--- config.mk ---
export PLATFORM = sky130hd
export DESIGN_NAME = i2c_bit_engine
export DESIGN_NICKNAME = d
export VERILOG_FILES = /design/src/nunchuk_pkg.sv /design/src/i2c_bit_engine.sv
export VERILOG_INCLUDE_DIRS = /design/src
export SDC_FILE = /design/constraint.sdc
export NUM_CORES = 1
export LEC_CHECK = 0
export ABC_CLOCK_PERIOD_IN_PS = 4300
export BUFFER_PORTS_ARGS = -buffer_cell sky130_fd_sc_hd__buf_2
export CORE_AREA = 2 2 39 41
export DETAILED_ROUTE_END_ITERATION = 8
export DIE_AREA = 0 0 41 43
export PLACE_DENSITY = 0.74
export REMOVE_ABC_BUFFERS = 1
export SYNTH_ARGS = -nofsm -noshare
export SYNTH_HDL_FRONTEND = slang
export SYNTH_SLANG_ARGS = --single-unit
--- constraint.sdc ---
create_clock -name clk -period 4.3 [get_ports clk]
set_input_delay 0.215 -clock clk [delete_from_list [all_inputs] [get_ports clk]]
set_output_delay 0.215 -clock clk [all_outputs]
set_load 0.005 [all_outputs]
--- src/nunchuk_macros.svh ---
`ifndef NUNCHUK_MACROS_SVH
`define NUNCHUK_MACROS_SVH

// 7-bit I2C address of the controller.
`define NUNCHUK_ADDR 7'h52

// clocks per quarter of one SCL bit period.
// A full bit takes four quarters, so the SCL rate is clk / (4 * this value).
`define I2C_QUARTER_CYCLES 4

// idle clocks between two transactions on the bus.
`define NUNCHUK_POLL_CYCLES 2000

// bytes in one controller report.
`define NUNCHUK_REPORT_BYTES 6

`endif

--- src/nunchuk_pkg.sv ---
package nunchuk_pkg;

	// byte-level commands accepted by the command engine.
	typedef enum logic [2:0] {
		cmd_start,
		cmd_stop,
		cmd_write,
		cmd_read_ack,
		cmd_read_nack
	} i2c_cmd_e;

	// single bus operations performed by the bit engine.
	typedef enum logic [1:0] {
		op_start,
		op_stop,
		op_write,
		op_read
	} bit_op_e;

	typedef enum logic [2:0] {
		init1,          // write F0 55.
		init2,          // write FB 00.
		pointer_write,  // register pointer back to 0x00.
		read_report,
		wait_poll
	} seq_state_e;

	// byte 0 of the report sits in the top bits because it arrives first on the wire.
	typedef struct packed {
		logic [7:0] joy_x;
		logic [7:0] joy_y;
		logic [7:0] accel_x_hi;
		logic [7:0] accel_y_hi;
		logic [7:0] accel_z_hi;
		logic [1:0] accel_z_lo;
		logic [1:0] accel_y_lo;
		logic [1:0] accel_x_lo;
		logic c_n;  // buttons read 0 when pressed.
		logic z_n;
	} nunchuk_fields_t;

	typedef union packed {
		logic [0:5][7:0] bytes;
		nunchuk_fields_t fields;
	} nunchuk_report_u;

endpackage

--- src/i2c_bit_engine.sv ---
`include "nunchuk_macros.svh"

module i2c_bit_engine (
	input logic clk,
	input logic rst_n,
	input logic sda_in,
	input nunchuk_pkg::bit_op_e bit_op,
	input logic bit_wdata,
	input logic bit_go,
	output logic bit_busy,
	output logic bit_done,
	output logic bit_rdata,
	output logic scl_o,
	output logic sda_oe
);

	localparam int Q = `I2C_QUARTER_CYCLES;
	localparam int QW = $clog2(Q + 1);

	nunchuk_pkg::bit_op_e op_q;
	logic wdata_q;
	logic [QW-1:0] q_cnt;
	logic [1:0] phase;
	logic sda_meta;
	logic sda_sync;
	logic last_quarter;

	// line levels {scl, sda_oe} for one quarter of an operation.
	function automatic logic [1:0] phase_lines(nunchuk_pkg::bit_op_e op, logic [1:0] ph,
			logic wd);
		logic scl_high;
		logic [1:0] r;
		scl_high = (ph == 2'd1) || (ph == 2'd2);
		case (op)
			nunchuk_pkg::op_start: begin
				// sda is pulled low in the third quarter while scl is still high.
				if (ph == 2'd3)
					r = 2'b01;
				else if (ph == 2'd2)
					r = 2'b11;
				else
					r = 2'b10;
			end
			nunchuk_pkg::op_stop: begin
				if (ph == 2'd0)
					r = 2'b01;
				else if (ph == 2'd1)
					r = 2'b11;
				else
					r = 2'b10; // released with scl high.
			end
			nunchuk_pkg::op_write: r = {scl_high, ~wd};
			default: r = {scl_high, 1'b0};
		endcase
		return r;
	endfunction

	assign last_quarter = (q_cnt == QW'(Q - 1));
	assign bit_done = bit_busy && (phase == 2'd3) && last_quarter;

	always_ff @(posedge clk) begin
		if (!rst_n) begin
			sda_meta <= 1'b1;
			sda_sync <= 1'b1;
		end else begin
			sda_meta <= sda_in;
			sda_sync <= sda_meta;
		end
	end

	always_ff @(posedge clk) begin
		if (!rst_n) begin
			op_q <= nunchuk_pkg::op_start;
			wdata_q <= 1'b1;
			q_cnt <= '0;
			phase <= 2'd0;
			bit_busy <= 1'b0;
			bit_rdata <= 1'b1;
			scl_o <= 1'b1;
			sda_oe <= 1'b0;
		end else if (bit_go && !bit_busy) begin
			op_q <= bit_op;
			wdata_q <= bit_wdata;
			q_cnt <= '0;
			phase <= 2'd0;
			bit_busy <= 1'b1;
			{scl_o, sda_oe} <= phase_lines(bit_op, 2'd0, bit_wdata);
		end else if (bit_busy) begin
			if (last_quarter) begin
				q_cnt <= '0;
				if (phase == 2'd1)
					bit_rdata <= sda_sync; // middle of the scl high time.
				if (phase == 2'd3) begin
					bit_busy <= 1'b0;
				end else begin
					phase <= phase + 2'd1;
					{scl_o, sda_oe} <= phase_lines(op_q, phase + 2'd1, wdata_q);
				end
			end else begin
				q_cnt <= q_cnt + 1'b1;
			end
		end
	end

	// data may only move while scl is low; start and stop are the two exceptions.
	assert property (@(posedge clk) disable iff (!rst_n)
		($changed(sda_oe) && op_q != nunchuk_pkg::op_start && op_q != nunchuk_pkg::op_stop)
			|-> (!scl_o && !$past(scl_o)));

endmodule

==> results.md <==
- Count of cell types in the netlist: 31
- CP max stage delay: 440 ps
- Vias: between 500 and 600
- Die Width: around 41 um
- Mapped cell area: between 600 and 700 sq um
- Vias in the first global route: 488
- Hold WC Path Type: in -> reg
- Clk Latency, worst-skew pair: roughly 280 ps
- Core box area: ~1400 sq um
- Hold Path Depth: 2
- Total Routing Usage GR: 15.8%
- Slew Limit Fails: 0
- CP arrival: roughly 2000 ps
- Leading area contributor after synthesis: dfxtp_1
- Area of the multi-input gates: about 370 sq um
- Pwr Density: between 300 and 400 nW/um^2
- Static leakage: slightly above 0.3 nW
- Gate Count Post-Synth: between 70 and 80
- Critical-path cell list: inv_1 > ha_1 > nor2b_1 > a211o_1 > a311o_1 > a21boi_1
- Worst vdd rail ir drop: 161 uV
- Critical Path Fanout Max: 5
- Via density: between 5 and 6
- Clock sinks: 14
- Final std cells w/o fill: 103
- Setup violators final: 0
- Crit path depth: 6
- Post-DP HPWL: between 900 and 1000 um
- Register area: between 200 and 300 sq um
- Setup TNS: 0 ps
- Top layer in use: met4
- Crit path buf inv count: 1
- Starting Density: around half
- Avg Cell Area, Syn: about 9.0 sq um
- Diode count: 0
- Met2 routed WL: around 610 um
- Routed wl met3: around 48 um
- Post-CTS Setup Inserts: 0
- Num CTS Buffers: 3
- Crit Path Class: reg -> reg
- Dpl ws: between 2000 and 3000 ps
- Startpoint types: flip-flop
- GP Congestion: 0.763
- CTS resizes: 0
- Die H: approximately 43 um
- Clock root buffer: clkbuf_4
- Status: finished clean
- Hold buffers post-CTS: 0
- Top cells by area, synth: dfxtp_1 (41%), ha_1 (7.4%), nand2_1 (7.2%)
- Largest net degree at the start of global routing: 13
- Period minus WS final: 1730 ps
- Crit path capture type: flip-flop
- Final WS setup: between 2000 and 3000 ps
- R2R depth: 6
- H-tree Lvls: 1
- M1 wire length: roughly 520 um
- Pre-antenna DRT Iters: 4
- Clock Path Buffers: 2
- Layout cells sized above 1: between 15 and 20%
- Clock transition at path regs: ~80 ps
- Dpl cells: 100
- IO Pins: 12
- Synth-to-Final Area Change: 11.0%
- Seq/Total Area, Yosys: approximately two fifths
- Hold Violations, Final: 0
- Worst slew margin: between 70 and 80%
- Max-cap viol count: 0
- Wirelength per Cell: about 12 um
- Critical Path RT: around 4500 ps
- Area of the die: 1760 sq um
- Tcrit/Tclk final: just over 40%
- Post-DRT Antenna Nets: 0
- DRT iter0 DRCs: 11
- Fill cell count: between 100 and 150
- Worst Max-Slew Pin Slew: around 350 ps
- Routed wire length: 1220 um
- Total grt overflow: 0
- Layout Skew: 1.33 ps
- Yosys warning total: 0
- Top-area cell type share of the netlist area: approximately two fifths
- Top delay family on crit path: compound AO/OA/AOI/OAI gates
- Number of synthesized register bits: 14
- Antenna violations before repair: 0
- WHS: roughly 110 ps
- Port bufs: 11
- Row count: 14
- Nets: 100
- Drt drc: 0
- CTS tree: done
- Fmax: roughly 0.58 GHz
- First-pass GRT wire length: 1890 um
- CP max-delay cell: dfxtp_1
- RSZ-0062 raised after global routing: false
==> cell type report <==
cell class              instances  share of cell area (%)
clock buffers                   3                    2.98
inverters                       2                   0.993
multi-input cells              57                    49.0
flip-flops and latches         14                    37.1
well taps                      16                    2.65
repair buffers                 11                    7.28
==> routing by layer <==
metal / track usage [%] / vias up
met5: 0 / -
met4: 10.0 / 0
met3: 3.14 / 5
met2: 25.3 / 11
met1: 17.9 / 251
li1: - / 281
==> worst register-to-register path: stages, from the launching register on <==
cell	delay (ps)
dfxtp_1	440
inv_1	70
ha_1	330
nor2b_1	160
a211o_1	260
a311o_1	300
a21boi_1	110
==> cell usage after synthesis, drive strengths merged <==
cell type  number
a21oi           1
ha              4
and3            1
dfxtp          14
inv             2
a311o           1
a2111oi         1
and4bb          1
mux2i           1
nor2            6
nand3           3
a21boi          3
o21ai           1
nor2b           5
a211o           1
a211oi          2
nor3b           3
nand2b          3
clkbuf          1
nor3            2
nand2          13
buf             2
xor2            1
xnor2           1
and2            1
and3b           1
nor4            1
==> where the power goes <==
group / switching [W] / internal, W
Sequential: 0.00000442 / 0.000135
Clock: 0.0000402 / 0.0000325
Combinational: 0.0000125 / 0.0000114
Total: 0.0000572 / 0.000179
==> kinds of logic (layout without fill, tap and decap cells) <==
group,count (synthesis),after routing,share of synthesized area [%]
buffers and inverters,5,16,4.41
XOR/XNOR,2,2,2.57
AO/OA/AOI/OAI,10,10,11.0
adder cells (fa/ha/maj),4,4,7.35
multiplexers,1,1,1.47
flip-flops,14,14,41.2
AND/OR/NAND/NOR,40,40,32.0
==> path summary, 6_finish.rpt <==
check	from	endpoint	slack, ps
worst min-delay path	sda_in	sda_meta	110
worst min register to register	sda_meta	sda_sync	420
worst max register to register	phase[0]	sda_oe	2570
worst max-delay path	phase[0]	sda_oe	2570
==> through the flow <==
step | instance area [sq um] | power [W] | util [%]
2_1_floorplan | 658 | 0.000157 | -
3_3_place_gp | 733 | 0.000166 | 53.0
3_5_place_dp | 733 | 0.000167 | 53.0
4_1_cts | 756 | 0.000240 | 54.6
5_1_grt | 756 | 0.000247 | 54.6
6_report | 756 | 0.000236 | 54.6
==> state kept, by name, indices dropped and copies added (netlist names) <==
| name | cells |
|---|---|
| q_cnt | 3 |
| scl_o | 1 |
| sda_oe | 1 |
| bit_rdata | 1 |
| sda_sync | 1 |
| phase | 2 |
| wdata_q | 1 |
| op_q | 2 |
| bit_busy | 1 |
| sda_meta | 1 |
==> cells in the final DEF, fill, tap and decap left out, types with 3 or more instances in the layout <==
cell and n:
buf_2 11, dfxtp_1 14, nand2b_1 3, nor3b_1 3, nor2b_1 4, clkbuf_4 3, nand2_1 13, ha_1 4
nor2_1 5, nand3_1 3
(Power assumes the default switching activity.)
