$ cat src/nunchuk_macros.svh
`ifndef NUNCHUK_MACROS_SVH
`define NUNCHUK_MACROS_SVH

// 7-bit I2C address of the controller.
`define NUNCHUK_ADDR 7'h52

// clocks per quarter of one SCL bit period.
// A full bit takes four quarters, so the SCL rate is clk / (4 * this value).
`define I2C_QUARTER_CYCLES 4

// idle clocks between two transactions on the bus.
`define NUNCHUK_POLL_CYCLES 2000

// bytes in one controller report.
`define NUNCHUK_REPORT_BYTES 6

`endif

$ cat src/nunchuk_pkg.sv
package nunchuk_pkg;

	// byte-level commands accepted by the command engine.
	typedef enum logic [2:0] {
		cmd_start,
		cmd_stop,
		cmd_write,
		cmd_read_ack,
		cmd_read_nack
	} i2c_cmd_e;

	// single bus operations performed by the bit engine.
	typedef enum logic [1:0] {
		op_start,
		op_stop,
		op_write,
		op_read
	} bit_op_e;

	typedef enum logic [2:0] {
		init1,          // write F0 55.
		init2,          // write FB 00.
		pointer_write,  // register pointer back to 0x00.
		read_report,
		wait_poll
	} seq_state_e;

	// byte 0 of the report sits in the top bits because it arrives first on the wire.
	typedef struct packed {
		logic [7:0] joy_x;
		logic [7:0] joy_y;
		logic [7:0] accel_x_hi;
		logic [7:0] accel_y_hi;
		logic [7:0] accel_z_hi;
		logic [1:0] accel_z_lo;
		logic [1:0] accel_y_lo;
		logic [1:0] accel_x_lo;
		logic c_n;  // buttons read 0 when pressed.
		logic z_n;
	} nunchuk_fields_t;

	typedef union packed {
		logic [0:5][7:0] bytes;
		nunchuk_fields_t fields;
	} nunchuk_report_u;

endpackage

$ cat src/nunchuk_sequencer.sv
`include "nunchuk_macros.svh"

module nunchuk_sequencer (
	input logic clk,
	input logic rst_n,
	output nunchuk_pkg::i2c_cmd_e cmd,
	output logic [7:0] cmd_wdata,
	output logic cmd_go,
	input logic cmd_busy,
	input logic cmd_done,
	input logic [7:0] cmd_rdata,
	input logic cmd_nack,
	output logic [7:0] joy_x,
	output logic [7:0] joy_y,
	output logic [9:0] accel_x,
	output logic [9:0] accel_y,
	output logic [9:0] accel_z,
	output logic button_c,
	output logic button_z,
	output logic report_valid,
	output logic ack_error
);

	localparam int N = `NUNCHUK_REPORT_BYTES;
	localparam int POLL = `NUNCHUK_POLL_CYCLES;
	localparam int PW = $clog2(POLL + 1);
	localparam logic [7:0] ADDR_W = {`NUNCHUK_ADDR, 1'b0};
	localparam logic [7:0] ADDR_R = {`NUNCHUK_ADDR, 1'b1};

	nunchuk_pkg::seq_state_e state;
	nunchuk_pkg::seq_state_e resume_state;
	nunchuk_pkg::nunchuk_report_u report;
	logic [3:0] step;
	logic [PW-1:0] poll_cnt;
	logic in_flight;
	logic err_q;
	logic read_cmd;

	function automatic nunchuk_pkg::seq_state_e after(nunchuk_pkg::seq_state_e s);
		nunchuk_pkg::seq_state_e n;
		case (s)
			nunchuk_pkg::init1: n = nunchuk_pkg::init2;
			nunchuk_pkg::init2: n = nunchuk_pkg::pointer_write;
			nunchuk_pkg::pointer_write: n = nunchuk_pkg::read_report;
			default: n = nunchuk_pkg::pointer_write;
		endcase
		return n;
	endfunction

	// command for the current step; after a nack only the stop is left.
	always_comb begin
		cmd = nunchuk_pkg::cmd_stop;
		cmd_wdata = 8'h00;
		if (!err_q && state != nunchuk_pkg::wait_poll) begin
			if (step == 4'd0) begin
				cmd = nunchuk_pkg::cmd_start;
			end else if (step == 4'd1) begin
				cmd = nunchuk_pkg::cmd_write;
				cmd_wdata = (state == nunchuk_pkg::read_report) ? ADDR_R : ADDR_W;
			end else begin
				case (state)
					nunchuk_pkg::init1: begin
						if (step <= 4'd3)
							cmd = nunchuk_pkg::cmd_write;
						cmd_wdata = (step == 4'd2) ? 8'hF0 : 8'h55;
					end
					nunchuk_pkg::init2: begin
						if (step <= 4'd3)
							cmd = nunchuk_pkg::cmd_write;
						cmd_wdata = (step == 4'd2) ? 8'hFB : 8'h00;
					end
					nunchuk_pkg::pointer_write: begin
						if (step == 4'd2)
							cmd = nunchuk_pkg::cmd_write;
					end
					default: begin
						if (step <= 4'(N))
							cmd = nunchuk_pkg::cmd_read_ack;
						else if (step == 4'(N + 1))
							cmd = nunchuk_pkg::cmd_read_nack;
					end
				endcase
			end
		end
	end

	assign read_cmd = (cmd == nunchuk_pkg::cmd_read_ack) || (cmd == nunchuk_pkg::cmd_read_nack);

	always_ff @(posedge clk) begin
		if (cmd_done && read_cmd)
			report.bytes <= {report.bytes[1:N-1], cmd_rdata}; // byte 0 ends up on top.
	end

	always_ff @(posedge clk) begin
		if (!rst_n) begin
			state <= nunchuk_pkg::init1;
			resume_state <= nunchuk_pkg::init1;
			step <= 4'd0;
			poll_cnt <= '0;
			in_flight <= 1'b0;
			err_q <= 1'b0;
			cmd_go <= 1'b0;
			report_valid <= 1'b0;
			ack_error <= 1'b0;
			joy_x <= 8'd0;
			joy_y <= 8'd0;
			accel_x <= 10'd0;
			accel_y <= 10'd0;
			accel_z <= 10'd0;
			button_c <= 1'b0;
			button_z <= 1'b0;
		end else begin
			cmd_go <= 1'b0;
			report_valid <= 1'b0;
			ack_error <= 1'b0;
			if (state == nunchuk_pkg::wait_poll) begin
				if (poll_cnt == PW'(POLL - 1)) begin
					state <= resume_state;
					poll_cnt <= '0;
				end else begin
					poll_cnt <= poll_cnt + 1'b1;
				end
			end else if (cmd_done) begin
				in_flight <= 1'b0;
				if (cmd == nunchuk_pkg::cmd_stop) begin
					state <= nunchuk_pkg::wait_poll;
					step <= 4'd0;
					err_q <= 1'b0;
					if (err_q) begin
						ack_error <= 1'b1;
						resume_state <= state; // the same step again after the pause.
					end else begin
						resume_state <= after(state);
						if (state == nunchuk_pkg::read_report) begin
							report_valid <= 1'b1;
							joy_x <= report.fields.joy_x;
							joy_y <= report.fields.joy_y;
							accel_x <= {report.fields.accel_x_hi, report.fields.accel_x_lo};
							accel_y <= {report.fields.accel_y_hi, report.fields.accel_y_lo};
							accel_z <= {report.fields.accel_z_hi, report.fields.accel_z_lo};
							button_c <= ~report.fields.c_n;
							button_z <= ~report.fields.z_n;
						end
					end
				end else if (cmd_nack) begin
					err_q <= 1'b1;
				end else begin
					step <= step + 4'd1;
				end
			end else if (!in_flight && !cmd_busy) begin
				cmd_go <= 1'b1;
				in_flight <= 1'b1;
			end
		end
	end

	assert property (@(posedge clk) disable iff (!rst_n) cmd_go |-> !cmd_busy);

endmodule

$ cat config.mk
export PLATFORM = sky130hd
export DESIGN_NAME = nunchuk_sequencer
export DESIGN_NICKNAME = d
export VERILOG_FILES = /design/src/nunchuk_pkg.sv /design/src/nunchuk_sequencer.sv
export VERILOG_INCLUDE_DIRS = /design/src
export SDC_FILE = /design/constraint.sdc
export NUM_CORES = 1
export LEC_CHECK = 0
export BUFFER_PORTS_ARGS = -buffer_cell sky130_fd_sc_hd__buf_2
export CAP_MARGIN = 5
export CORE_UTILIZATION = 56
export CTS_BUF_LIST = sky130_fd_sc_hd__clkbuf_8 sky130_fd_sc_hd__clkbuf_16
export DETAILED_ROUTE_END_ITERATION = 8
export PLACE_DENSITY = 0.79
export SLEW_MARGIN = 20
export SYNTH_ARGS = -nofsm -noshare
export SYNTH_HDL_FRONTEND = slang
export SYNTH_SLANG_ARGS = --single-unit
$ cat constraint.sdc
create_clock -name clk -period 5.5 [get_ports clk]
set_clock_uncertainty 0.05 [all_clocks]
set_input_delay 0.275 -clock clk [delete_from_list [all_inputs] [get_ports clk]]
set_output_delay 0.275 -clock clk [all_outputs]
set_load 0.01 [all_outputs]
==> qor.txt <==
status -> finished, final reports clean
GRT Util Overall -> 0.225
Async SR Flop Fraction -> 0
Crit path max-delay family -> simple AND/OR/NAND/NOR gates
Final WS setup -> 2.03 ns
ANT nets after route -> 0
Hold Path Depth -> 3
CTS tree -> done
Max Fanout on Critical Path -> 28
worst path arrival time -> 3.62 ns
layout cells sized above 1 -> 0.214
critical path, cell by cell -> inv_1, ha_1, nor3b_1, or4_1, a22o_1, inv_1, a21oi_1, nor2b_4, buf_4
Setup Viol. Count Final -> 0
Final Cycle Share -> 0.631
Seq/Total Area, Yosys -> 0.607
EDFF count, synth -> 48
Starting DRT DRC Count -> 163
# Post-CTS Setup Buffers -> 0
Distinct cells, synth -> 48
Max Clk Rate -> 288 MHz
largest net degree at the start of global routing -> 121
Worst R2R End -> report[27]
Die X -> 94.7 um
Pre-antenna DRT Iters -> 4
crit end category -> flop
Hold Crit Start -> cmd_busy
Overflow after GRT -> 0
maxcap violations -> 0
WL/cell -> 14.5 um
starting density of the core -> 0.583
total negative slack -> 0 ns
syn avg cell area -> 10.9 um^2
Synth Instances -> 440
Crit path top cell by count -> inv_1
Worst Hold End -> cmd_go
Crit Path Category -> flop to flop
CTS buffer count -> 17
Mapped Area -> 4810 um^2
FF+latch count, synth -> 122
CTS Root Cell -> clkbuf_8
Slowest cell on crit path -> nor2b_4
RSZ-0062 raised after global routing -> false
vias per cell -> 5.31
Synth warnings -> 0
r2r setup slk -> 2.03 ns
Req. time, crit path -> 5.64 ns
syn_nets -> 458
die area -> 8970 um^2
GPL Wtd Cong -> 0.831
final HPWL from detailed placement -> 5510 um
Filler Cell Count -> 596
initial antenna violation count -> 0
Top-Level Pins -> 75
Skew-Pair Late Insertion Delay -> 0.52 ns
hold_ws -> 0.0481 ns
row cnt -> 33
Post-Route WL -> 9190 um
Worst R2R Path Depth -> 9
ANT cells -> 0
total number of vias -> 3,360
Core Area -> 8260 um^2
CP startpoint kind -> flop
Worst Path Buf+Inv -> 3
Crit Reg-Reg Startpoint -> step[0]
vias in the first global route -> 3,197
Max transition margin -> 0.454
Leak -> 2.28 nW
Port-buffer cells -> 74
peak supply drop -> 218 uV
post-route minimum period -> 3.47 ns
Slew @ Worst Pin -> 0.819 ns
TritonCTS Sinks -> 122
# nets final -> 533
pre-CTS WS -> 2.06 ns
Hold Fails Final Rpt -> 0
Worst Setup SP -> step[0]
PD cells -> 359 nW/um^2
CTS Buffer Depth -> 2
Die Ht -> 94.7 um
Area Growth Syn to Fin -> 21.0%
pins over their slew limit -> 0
residual DRC count -> 0
clock slew at reported path FFs -> 0.06 ns
Hold Path Class -> input port to flop
wire length of the first global-routing pass -> 15,100 um
H-tree levels -> 4
Slowest Stage Delay on Critical Path -> 0.64 ns
dominant synthesized flop cell -> dfxtp_1
==> power by group <==
part	internal, mW	switching, mW	total (mW)
clock network	0.634	0.387	1.02
logic	0.0406	0.0686	0.109
registers	0.952	0.0123	0.964
==> routing by layer <==
metal	GRT usage	vias to the layer above	share of wire
li1	-	1668	-
met1	0.286	1602	0.45
met2	0.347	74	0.48
met3	0.0934	16	0.057
met4	0.0783	0	0.017
met5	0	-	0
==> cells in the mapped netlist, drive strengths merged (3+ instances only) <==
cell | number | area [um^2]
nor4 | 3 | 18.8
edfxtp | 48 | 1440
nand2 | 116 | 435
nand4 | 5 | 31.3
inv | 6 | 22.5
nor2 | 24 | 90.1
a21boi | 5 | 37.5
mux2i | 49 | 490
nand2b | 3 | 18.8
nor3b | 3 | 27.5
dfxtp | 74 | 1480
nand3 | 3 | 15.0
o21ai | 4 | 20.0
a21oi | 4 | 20.0
clkbuf | 17 | 63.8
and3 | 3 | 18.8
nor3 | 9 | 56.3
buf | 11 | 85.1
xor2 | 3 | 26.3
o22ai | 4 | 25.0
and2 | 8 | 50.1
ha | 5 | 62.6
xnor2 | 6 | 52.6
==> tightest hold or removal path: stages <==
cell and delay (ns):
buf_2 0.08, nor2_1 0.05, and3_1 0.16
==> repair_timing <==
item,4_1_cts,5_1_grt
hold endpoints to repair,8,0
gates resized for setup,0,0
hold buffers,8,0
==> registers in the layout (all words and copies together) (netlist names), 4 cells and up <==
| signal | cells |
|---|---|
| report | 48 |
| joy_y | 8 |
| joy_x | 8 |
| accel_z | 10 |
| poll_cnt | 11 |
| step | 4 |
| accel_x | 10 |
| accel_y | 10 |
==> metrics by stage <==
stage,util,total power [mW],area (um^2),instances
6_report,0.706,2.09,5830,633
3_5_place_dp,0.629,1.09,5190,593
5_1_grt,0.706,2.16,5830,633
4_1_cts,0.705,2.11,5820,633
2_1_floorplan,-,1.06,4810,440
3_3_place_gp,0.629,1.08,5190,593
==> cell type report <==
class / count / area (um^2) / share of cell area
inverters: 6 / 22.5 / 0.00387
flip-flops and latches: 122 / 2920 / 0.502
clock inverters: 15 / 136 / 0.0234
repair buffers: 84 / 472 / 0.0810
multi-input cells: 284 / 1730 / 0.297
clock buffers: 17 / 414 / 0.0711
well taps: 105 / 131 / 0.0225
==> worst max-delay path by stage <==
stage / to / slack [ns] / cells after the start
finish: report[27] / 2.03 / 9
global route: report[46] / 1.80 / 9
CTS: report[46] / 2.03 / 9
detailed placement: report[45] / 2.06 / 9
global placement: report[42] / 2.16 / 9
floorplan: report[0] / 0.97 / 8
==> logic make-up after synthesis <==
| group | Yosys count | synth area share |
|---|---|---|
| XOR/XNOR | 9 | 0.0164 |
| adder cells (fa/ha/maj) | 5 | 0.0130 |
| AND/OR/NAND/NOR | 188 | 0.176 |
| multiplexers | 49 | 0.102 |
| AO/OA/AOI/OAI | 33 | 0.0499 |
| buffers and inverters | 34 | 0.0356 |
| flip-flops | 122 | 0.607 |
==> layout by cell type (no fill, tap or decap), drive strengths merged, types with 9 or more instances in the layout <==
cell type / count
mux2i: 49
nor2: 24
clkbuf: 17
nor3: 9
edfxtp: 48
buf: 76
nand2: 116
dfxtp: 74
No activity file was read; power rests on OpenSTA's default activity.
