`src/nunchuk_macros.svh`:
```
`ifndef NUNCHUK_MACROS_SVH
`define NUNCHUK_MACROS_SVH

// 7-bit I2C address of the controller.
`define NUNCHUK_ADDR 7'h52

// clocks per quarter of one SCL bit period.
// A full bit takes four quarters, so the SCL rate is clk / (4 * this value).
`define I2C_QUARTER_CYCLES 4

// idle clocks between two transactions on the bus.
`define NUNCHUK_POLL_CYCLES 2000

// bytes in one controller report.
`define NUNCHUK_REPORT_BYTES 6

`endif

```
`src/nunchuk_pkg.sv`:
```
package nunchuk_pkg;

	// byte-level commands accepted by the command engine.
	typedef enum logic [2:0] {
		cmd_start,
		cmd_stop,
		cmd_write,
		cmd_read_ack,
		cmd_read_nack
	} i2c_cmd_e;

	// single bus operations performed by the bit engine.
	typedef enum logic [1:0] {
		op_start,
		op_stop,
		op_write,
		op_read
	} bit_op_e;

	typedef enum logic [2:0] {
		init1,          // write F0 55.
		init2,          // write FB 00.
		pointer_write,  // register pointer back to 0x00.
		read_report,
		wait_poll
	} seq_state_e;

	// byte 0 of the report sits in the top bits because it arrives first on the wire.
	typedef struct packed {
		logic [7:0] joy_x;
		logic [7:0] joy_y;
		logic [7:0] accel_x_hi;
		logic [7:0] accel_y_hi;
		logic [7:0] accel_z_hi;
		logic [1:0] accel_z_lo;
		logic [1:0] accel_y_lo;
		logic [1:0] accel_x_lo;
		logic c_n;  // buttons read 0 when pressed.
		logic z_n;
	} nunchuk_fields_t;

	typedef union packed {
		logic [0:5][7:0] bytes;
		nunchuk_fields_t fields;
	} nunchuk_report_u;

endpackage

```
`src/i2c_command_engine.sv`:
```
module i2c_command_engine (
	input logic clk,
	input logic rst_n,
	input nunchuk_pkg::i2c_cmd_e cmd,
	input logic [7:0] cmd_wdata,
	input logic cmd_go,
	output logic cmd_busy,
	output logic cmd_done,
	output logic [7:0] cmd_rdata,
	output logic cmd_nack,
	output nunchuk_pkg::bit_op_e bit_op,
	output logic bit_wdata,
	output logic bit_go,
	input logic bit_busy,
	input logic bit_done,
	input logic bit_rdata
);

	nunchuk_pkg::i2c_cmd_e cmd_q;
	logic [7:0] sh;
	logic [3:0] bit_cnt;
	logic byte_cmd;
	logic ack_slot;
	logic last_bit;

	assign byte_cmd = (cmd_q != nunchuk_pkg::cmd_start) && (cmd_q != nunchuk_pkg::cmd_stop);
	assign ack_slot = (bit_cnt == 4'd8); // ninth bit of a byte.
	assign last_bit = !byte_cmd || ack_slot;
	assign cmd_rdata = sh;

	always_comb begin
		bit_wdata = 1'b1;
		case (cmd_q)
			nunchuk_pkg::cmd_start: bit_op = nunchuk_pkg::op_start;
			nunchuk_pkg::cmd_stop: bit_op = nunchuk_pkg::op_stop;
			nunchuk_pkg::cmd_write: begin
				// msb first, then release sda so the target can acknowledge.
				bit_op = ack_slot ? nunchuk_pkg::op_read : nunchuk_pkg::op_write;
				bit_wdata = sh[7];
			end
			default: begin
				bit_op = ack_slot ? nunchuk_pkg::op_write : nunchuk_pkg::op_read;
				bit_wdata = (cmd_q == nunchuk_pkg::cmd_read_nack); // nack on the last byte.
			end
		endcase
	end

	// the same register shifts write data out and read data in.
	always_ff @(posedge clk) begin
		if (cmd_go && !cmd_busy)
			sh <= cmd_wdata;
		else if (cmd_busy && bit_done && !last_bit)
			sh <= {sh[6:0], bit_rdata};
	end

	always_ff @(posedge clk) begin
		if (!rst_n) begin
			cmd_q <= nunchuk_pkg::cmd_start;
			bit_cnt <= 4'd0;
			cmd_busy <= 1'b0;
			cmd_done <= 1'b0;
			cmd_nack <= 1'b0;
			bit_go <= 1'b0;
		end else begin
			cmd_done <= 1'b0;
			bit_go <= 1'b0;
			if (cmd_go && !cmd_busy) begin
				cmd_q <= cmd;
				bit_cnt <= 4'd0;
				cmd_nack <= 1'b0;
				cmd_busy <= 1'b1;
				bit_go <= 1'b1;
			end else if (cmd_busy && bit_done) begin
				if (last_bit) begin
					cmd_busy <= 1'b0;
					cmd_done <= 1'b1;
					if (cmd_q == nunchuk_pkg::cmd_write)
						cmd_nack <= bit_rdata; // high sda in the ack slot means no target.
				end else begin
					bit_cnt <= bit_cnt + 4'd1;
					bit_go <= 1'b1;
				end
			end
		end
	end

	assert property (@(posedge clk) disable iff (!rst_n) bit_go |-> !bit_busy);

endmodule

```
`config.mk`:
```
export PLATFORM = sky130hd
export DESIGN_NAME = i2c_command_engine
export DESIGN_NICKNAME = d
export VERILOG_FILES = /design/src/nunchuk_macros.svh /design/src/nunchuk_pkg.sv /design/src/i2c_command_engine.sv
export SDC_FILE = /design/constraint.sdc
export NUM_CORES = 1
export LEC_CHECK = 0
export ABC_AREA = 1
export ABC_CLOCK_PERIOD_IN_PS = 2840
export BUFFER_PORTS_ARGS = -buffer_cell sky130_fd_sc_hd__buf_2
export CAP_MARGIN = 20
export CELL_PAD_IN_SITES_DETAIL_PLACEMENT = 1
export CELL_PAD_IN_SITES_GLOBAL_PLACEMENT = 2
export CORE_MARGIN = 2
export CORE_UTILIZATION = 28
export CTS_CLUSTER_SIZE = 10
export DETAILED_ROUTE_END_ITERATION = 12
export PLACE_DENSITY_LB_ADDON = 0.15
export SLEW_MARGIN = 20
export SYNTH_ARGS = -nofsm -noshare
export SYNTH_HDL_FRONTEND = slang
export SYNTH_SLANG_ARGS = --single-unit
```
`constraint.sdc`:
```
create_clock -name clk -period 2.84 [get_ports clk]
set_clock_uncertainty 0.15 [all_clocks]
set_input_delay 0 -clock clk [delete_from_list [all_inputs] [get_ports clk]]
set_output_delay 0 -clock clk [all_outputs]
set_load 0.01 [all_outputs]
```
==> flow_summary.ini, run 1 <==
[drt]
num_vias = 869
drt-total-wl_um = 2270
post_drt_wl_per_cell_um = 11.2
wl_met2_um = 1110
drt-met1-wl_um = 1070
first_pass_iters = 3
top_layer = met4
first_iter_violations = 34
routed_via_density = 4.28
route.met3.wl_um = 69
ant_nets = 0
drc = 0

[timing]
whs_ns = 0.0845
setup_slack_ns = 0.761
finalHoldViolCount = 0
setup_tns_ns = 0
period_needed_ns = 2.08
drv_slew = 0
fin_crit_sh = 0.732
grt_setup_unrepaired = no
setup_violations = 0
worstMarginPinSlew_ns = 0.492
max_slew_margin = 0.671
max_freq_ghz = 0.481

[setup_path]
path_delay_family = buffers and inverters
critical_path_required_ns = 2.88
critPathKind = reg2reg
cp.arrival_ns = 2.12
cp-end-kind = flip-flop
slowest_stage = dlygate4sd3_1
crit_buf_inv = 2
crit_path_start_kind = flip-flop
worstSetupPathDepth = 5
rr_worst_depth = 5
slowest_delay_ns = 0.57
crit_fanout = 16
cp_cell_sequence = nor2_2, inv_2, o21ai_0, dlygate4sd3_1, a21oi_1

[floorplanning]
die_y_um = 60.9
coreArea_um2 = 3080
io_pins = 32
die_x_um = 60.9
initial_core_util = 0.295
dieArea_um2 = 3710
num_rows = 20

[clocking]
cts_buffers = 3
clk_latency_ns = 0.30
clk_pin_slew_ns = 0.12
clkSinkCount = 19
hold_buffers = 15
cts_tree = yes
max-clock-path-buffers = 2
cts_setup_buffers = 0
cts-root-buf = clkbuf_4
cts_resized = 0
cts.htree.levels = 1

[layout]
final_cells = 203
final_cell_mix = nand2_1 (43), buf_2 (30), dlygate4sd3_1 (15), inv_1 (12)
diodes = 0
layout_commonest_cell = nand2_1
fin_nets = 179
multi_input_area_um2 = 365
fillers = 411
area_growth_syn_to_layout_pct = 40.3
regArea_um2 = 460
drive_above_1_share = 0.264

[pwr]
peakVddDrop_mv = 0.202
p_leak_nw = 0.595
p_per_area_nw_per_um2 = 454

[yosys]
synth_top_family_by_area = simple AND/OR/NAND/NOR gates
netlist_area_um2 = 907
ys_types = 18
synth_nets = 131
synthCells = 112
synth.avg_cell_area_um2 = 8.10
yosys.area_share.simple = 0.277
synth-xor-area-share = 0.00966
seq_area_frac_synth = 0.508
synth_fa_ha_area_frac = 0.0276
synthMuxAreaShare = 0
yosys_register_bits = 19
ys_warn_count = 0
synth_compound_area_frac = 0.0883

[outcome]
status = finished clean

[grt]
antenna_found_initial = 0
grt_pass1_vias = 867
grt_pass1_wl_um = 3550
track_usage = 0.132
gr-total-overflow = 0
grt_max_degree = 17

[placement]
dp_cells = 184
dp_hpwl_um = 1610
gp_congestion = 0.735
preCtsSetupSlack_ns = 0.963
numPortBuffers = 30

[worst_hold_path]
worstHoldPathCells = 5
hold_path_class = in2reg

[job]
max_cap_viol_count = 0
tightest hold or removal path, stage by stage:
cell and delay [ns]:
buf_2 0.10, inv_1 0.05, nor2_2 0.10, nand2_1 0.08
nand2_1 0.04
state kept, by name, summed over array words and instances (netlist names):
| signal | flops |
|---|---|
| cmd_nack | 1 |
| cmd_q | 3 |
| cmd_done | 1 |
| bit_go | 1 |
| bit_cnt | 4 |
| cmd_busy | 1 |
| cmd_rdata | 8 |
report_power, final:
| part | leakage, nW | switching, mW | internal, mW |
|---|---|---|---|
| combinational | 0.412 | 0.0662 | 0.0515 |
| sequential | 0.168 | 0.0102 | 0.308 |
| clock | 0.0150 | 0.0861 | 0.0546 |
layout make-up:
class,instances,share of cell area
Sequential cell,19,0.362
Multi-Input combinational cell,74,0.287
Timing Repair Buffer,45,0.236
Inverter,17,0.0511
Tap cell,44,0.0433
Clock buffer,4,0.0206
synthesized netlist by cell type:
library cell	instances	area [um^2]
inv_1	12	45.0
nand4_1	2	12.5
xor2_1	1	8.76
ha_1	2	25.0
clkinv_2	1	5.00
nand2_1	43	161
nand3_4	2	35.0
inv_2	4	15.0
buf_2	1	5.00
nor2_2	1	6.26
dfxtp_1	11	220
a21oi_1	11	55.1
nand3_1	2	10.0
edfxtp_1	8	240
buf_6	1	11.3
nand2_4	1	11.3
nor2_1	4	15.0
o21ai_0	5	25.0
logic make-up after synthesis:
| group | Yosys count |
|---|---|
| fa+ha+maj | 2 |
| compound gates | 16 |
| xor+xnor | 1 |
| buf+inv | 19 |
| flops | 19 |
| simple gates | 55 |
layer usage:
metal,track usage,vias up
li1,-,445
met1,0.160,404
met2,0.221,18
met3,0.0256,2
met4,0.0652,0
met5,0,-
metrics by stage:
stage | util | cell area, um^2 | power, mW
after floorplan | - | 907 | 0.386
after global placement | 0.356 | 1100 | 0.425
after detailed placement | 0.356 | 1100 | 0.427
after CTS | 0.413 | 1270 | 0.588
after global routing | 0.413 | 1270 | 0.612
final | 0.413 | 1270 | 0.577
worst paths after layout:
check	end	slack, ns	start
max	cmd_q[0]$_SDFFE_PN0P_	0.76	cmd_busy$_SDFFE_PN0P_
max reg2reg	cmd_q[0]$_SDFFE_PN0P_	0.76	cmd_busy$_SDFFE_PN0P_
min	cmd_rdata[5]$_DFFE_PP_	0.08	cmd_go
min reg2reg	cmd_nack$_SDFFE_PP0P_	0.37	cmd_nack$_SDFFE_PP0P_
Note: power is estimated with default switching activity, not from simulation.
==> inputs of run 2 (changes only) <==
- ABC_CLOCK_PERIOD_IN_PS: 2840 -> 2080
- CORE_UTILIZATION: 28 -> 26
- clock period: 2.84 -> 2.08 ns (I/O delays scaled with it)
==> flow_summary.ini, run 2 (same netlist as run 1, synthesis figures left out) <==
[floorplanning]
coreArea_um2 = 3340
die_y_um = 63.1
die_x_um = 63.1
io_pins = 32
num_rows = 21
initial_core_util = 0.272
dieArea_um2 = 3980

[pwr]
swShare = 0.285
comb_power_share = 0.206
power_frac_seq = 0.552
peakVddDrop_mv = 0.273
p_leak_nw = 0.603
pwr-share-clk = 0.243
p_int_uw = 565
p_per_area_nw_per_um2 = 615
p_sw_uw = 225

[setup_path]
cp_cell_sequence = nor2_2, buf_4, nand2_1, o21ai_0, dlygate4sd3_1
cp-end-kind = flip-flop
rr_worst_depth = 5
slowest_stage = dlygate4sd3_1
slowest_delay_ns = 0.56
critical_path_required_ns = 1.99
critPathKind = reg2reg
crit_fanout = 10
crit_path_start_kind = flip-flop
cp.arrival_ns = 1.65
r2r_slack_ns = 0.34
worstSetupPathDepth = 5
path_delay_family = buffers and inverters
crit_buf_inv = 2

[layout]
diodes = 0
fin_nets = 180
area_growth_syn_to_layout_pct = 41.5
largest_reg_flops = 8
fillers = 440
drive_above_1_share = 0.275
layout_commonest_cell = nand2_1
final_cell_mix = nand2_1 (43), buf_2 (30), dlygate4sd3_1 (15), inv_1 (12)
final_util = 0.385

[grt]
antenna_found_initial = 0
gr-total-overflow = 0
grt_max_degree = 17
track_usage = 0.126
grt_pass1_vias = 843
grt_pass1_wl_um = 3830

[timing]
finalHoldViolCount = 0
setup_tns_ns = 0
grt_setup_unrepaired = no
fin_crit_sh = 0.837
max_slew_margin = 0.778
period_needed_ns = 1.74
max_freq_ghz = 0.574
setup_violations = 0
drv_slew = 0
worstMarginPinSlew_ns = 0.332

[clocking]
cts.htree.levels = 1
cts_resized = 0
max-clock-path-buffers = 2
cts_tree = yes
clkSinkCount = 19
cts-root-buf = clkbuf_4
clk_latency_ns = 0.30
cts_buffers = 3
clk_pin_slew_ns = 0.11

[drt]
first_iter_violations = 33
post_drt_wl_per_cell_um = 11.0
num_vias = 876
drt-total-wl_um = 2270
first_pass_iters = 4
ant_nets = 0
drc = 0
routed_via_density = 4.25

[worst_hold_path]
worstHoldPathCells = 5
hold_path_class = in2reg

[job]
max_cap_viol_count = 0

[outcome]
status = finished clean

[placement]
dp_hpwl_um = 1730
gp_congestion = 0.704
numPortBuffers = 30
-- run 2: cell types whose count changed in the layout (fill, tap and decap cells not counted), sizes merged --
cell,change
clkbuf,-1
buf,+1
clkinv,+1
-- run 2: power by group through the flow --
stage	Combinational, mW	Sequential, mW	Clock (mW)
floorplan	0.0740	0.453	0
global placement	0.140	0.444	0
detailed placement	0.142	0.445	0
CTS	0.166	0.437	0.201
global route	0.182	0.440	0.218
finish	0.163	0.436	0.192
-- run 2: worst min-delay path: cells and delay by family --
family | cells | cell delay, ns
buf+inv | 3 | 0.36
compound gates | 1 | 0.10
simple gates | 1 | 0.04
-- run 2: per-layer routing --
metal | vias up | routed length (um) | track usage
li1 | 450 | - | -
met3 | 5 | 127 | 0.0429
met4 | 0 | 34 | 0.0500
met5 | - | 0 | 0
met1 | 402 | 997 | 0.139
met2 | 19 | 1120 | 0.221
-- run 2: layout make-up --
class                      count  area, um^2  area share
timing repair buffer          46         308       0.240
clock buffer                   3        22.5      0.0175
multi-input combinational     74         365       0.285
tap                           46        57.6      0.0448
sequential                    19         460       0.359
inverter                      17        65.1      0.0507
clock inverter                 1        5.00     0.00390
-- run 2: through the flow --
stage | std cells | area (um^2) | hold slack (ns) | worst slack (ns) | total power, mW
2_1_floorplan | 112 | 907 | -0.0116 | 0.547 | 0.527
3_3_place_gp | 187 | 1110 | 0.123 | 0.397 | 0.584
3_5_place_dp | 187 | 1110 | 0.132 | 0.364 | 0.587
4_1_cts | 206 | 1280 | 0.0844 | 0.333 | 0.804
5_1_grt | 206 | 1280 | 0.117 | 0.248 | 0.841
6_report | 206 | 1280 | 0.0804 | 0.339 | 0.790
-- run 2: path summary, 6_finish.rpt --
check	from	end
worst max-delay path	cmd_busy$_SDFFE_PN0P_	cmd_rdata[0]$_DFFE_PP_
worst min-delay path	cmd_go	cmd_q[1]$_SDFFE_PN0P_
worst max register to register	cmd_busy$_SDFFE_PN0P_	cmd_rdata[0]$_DFFE_PP_
worst min register to register	cmd_q[0]$_SDFFE_PN0P_	cmd_q[0]$_SDFFE_PN0P_
-- run 2: repair_timing --
item	4_1_cts	5_1_grt
hold buffers	15	0
setup buffers	0	0
hold endpoints to repair	15	0
endpoints found under the setup margin	0	0
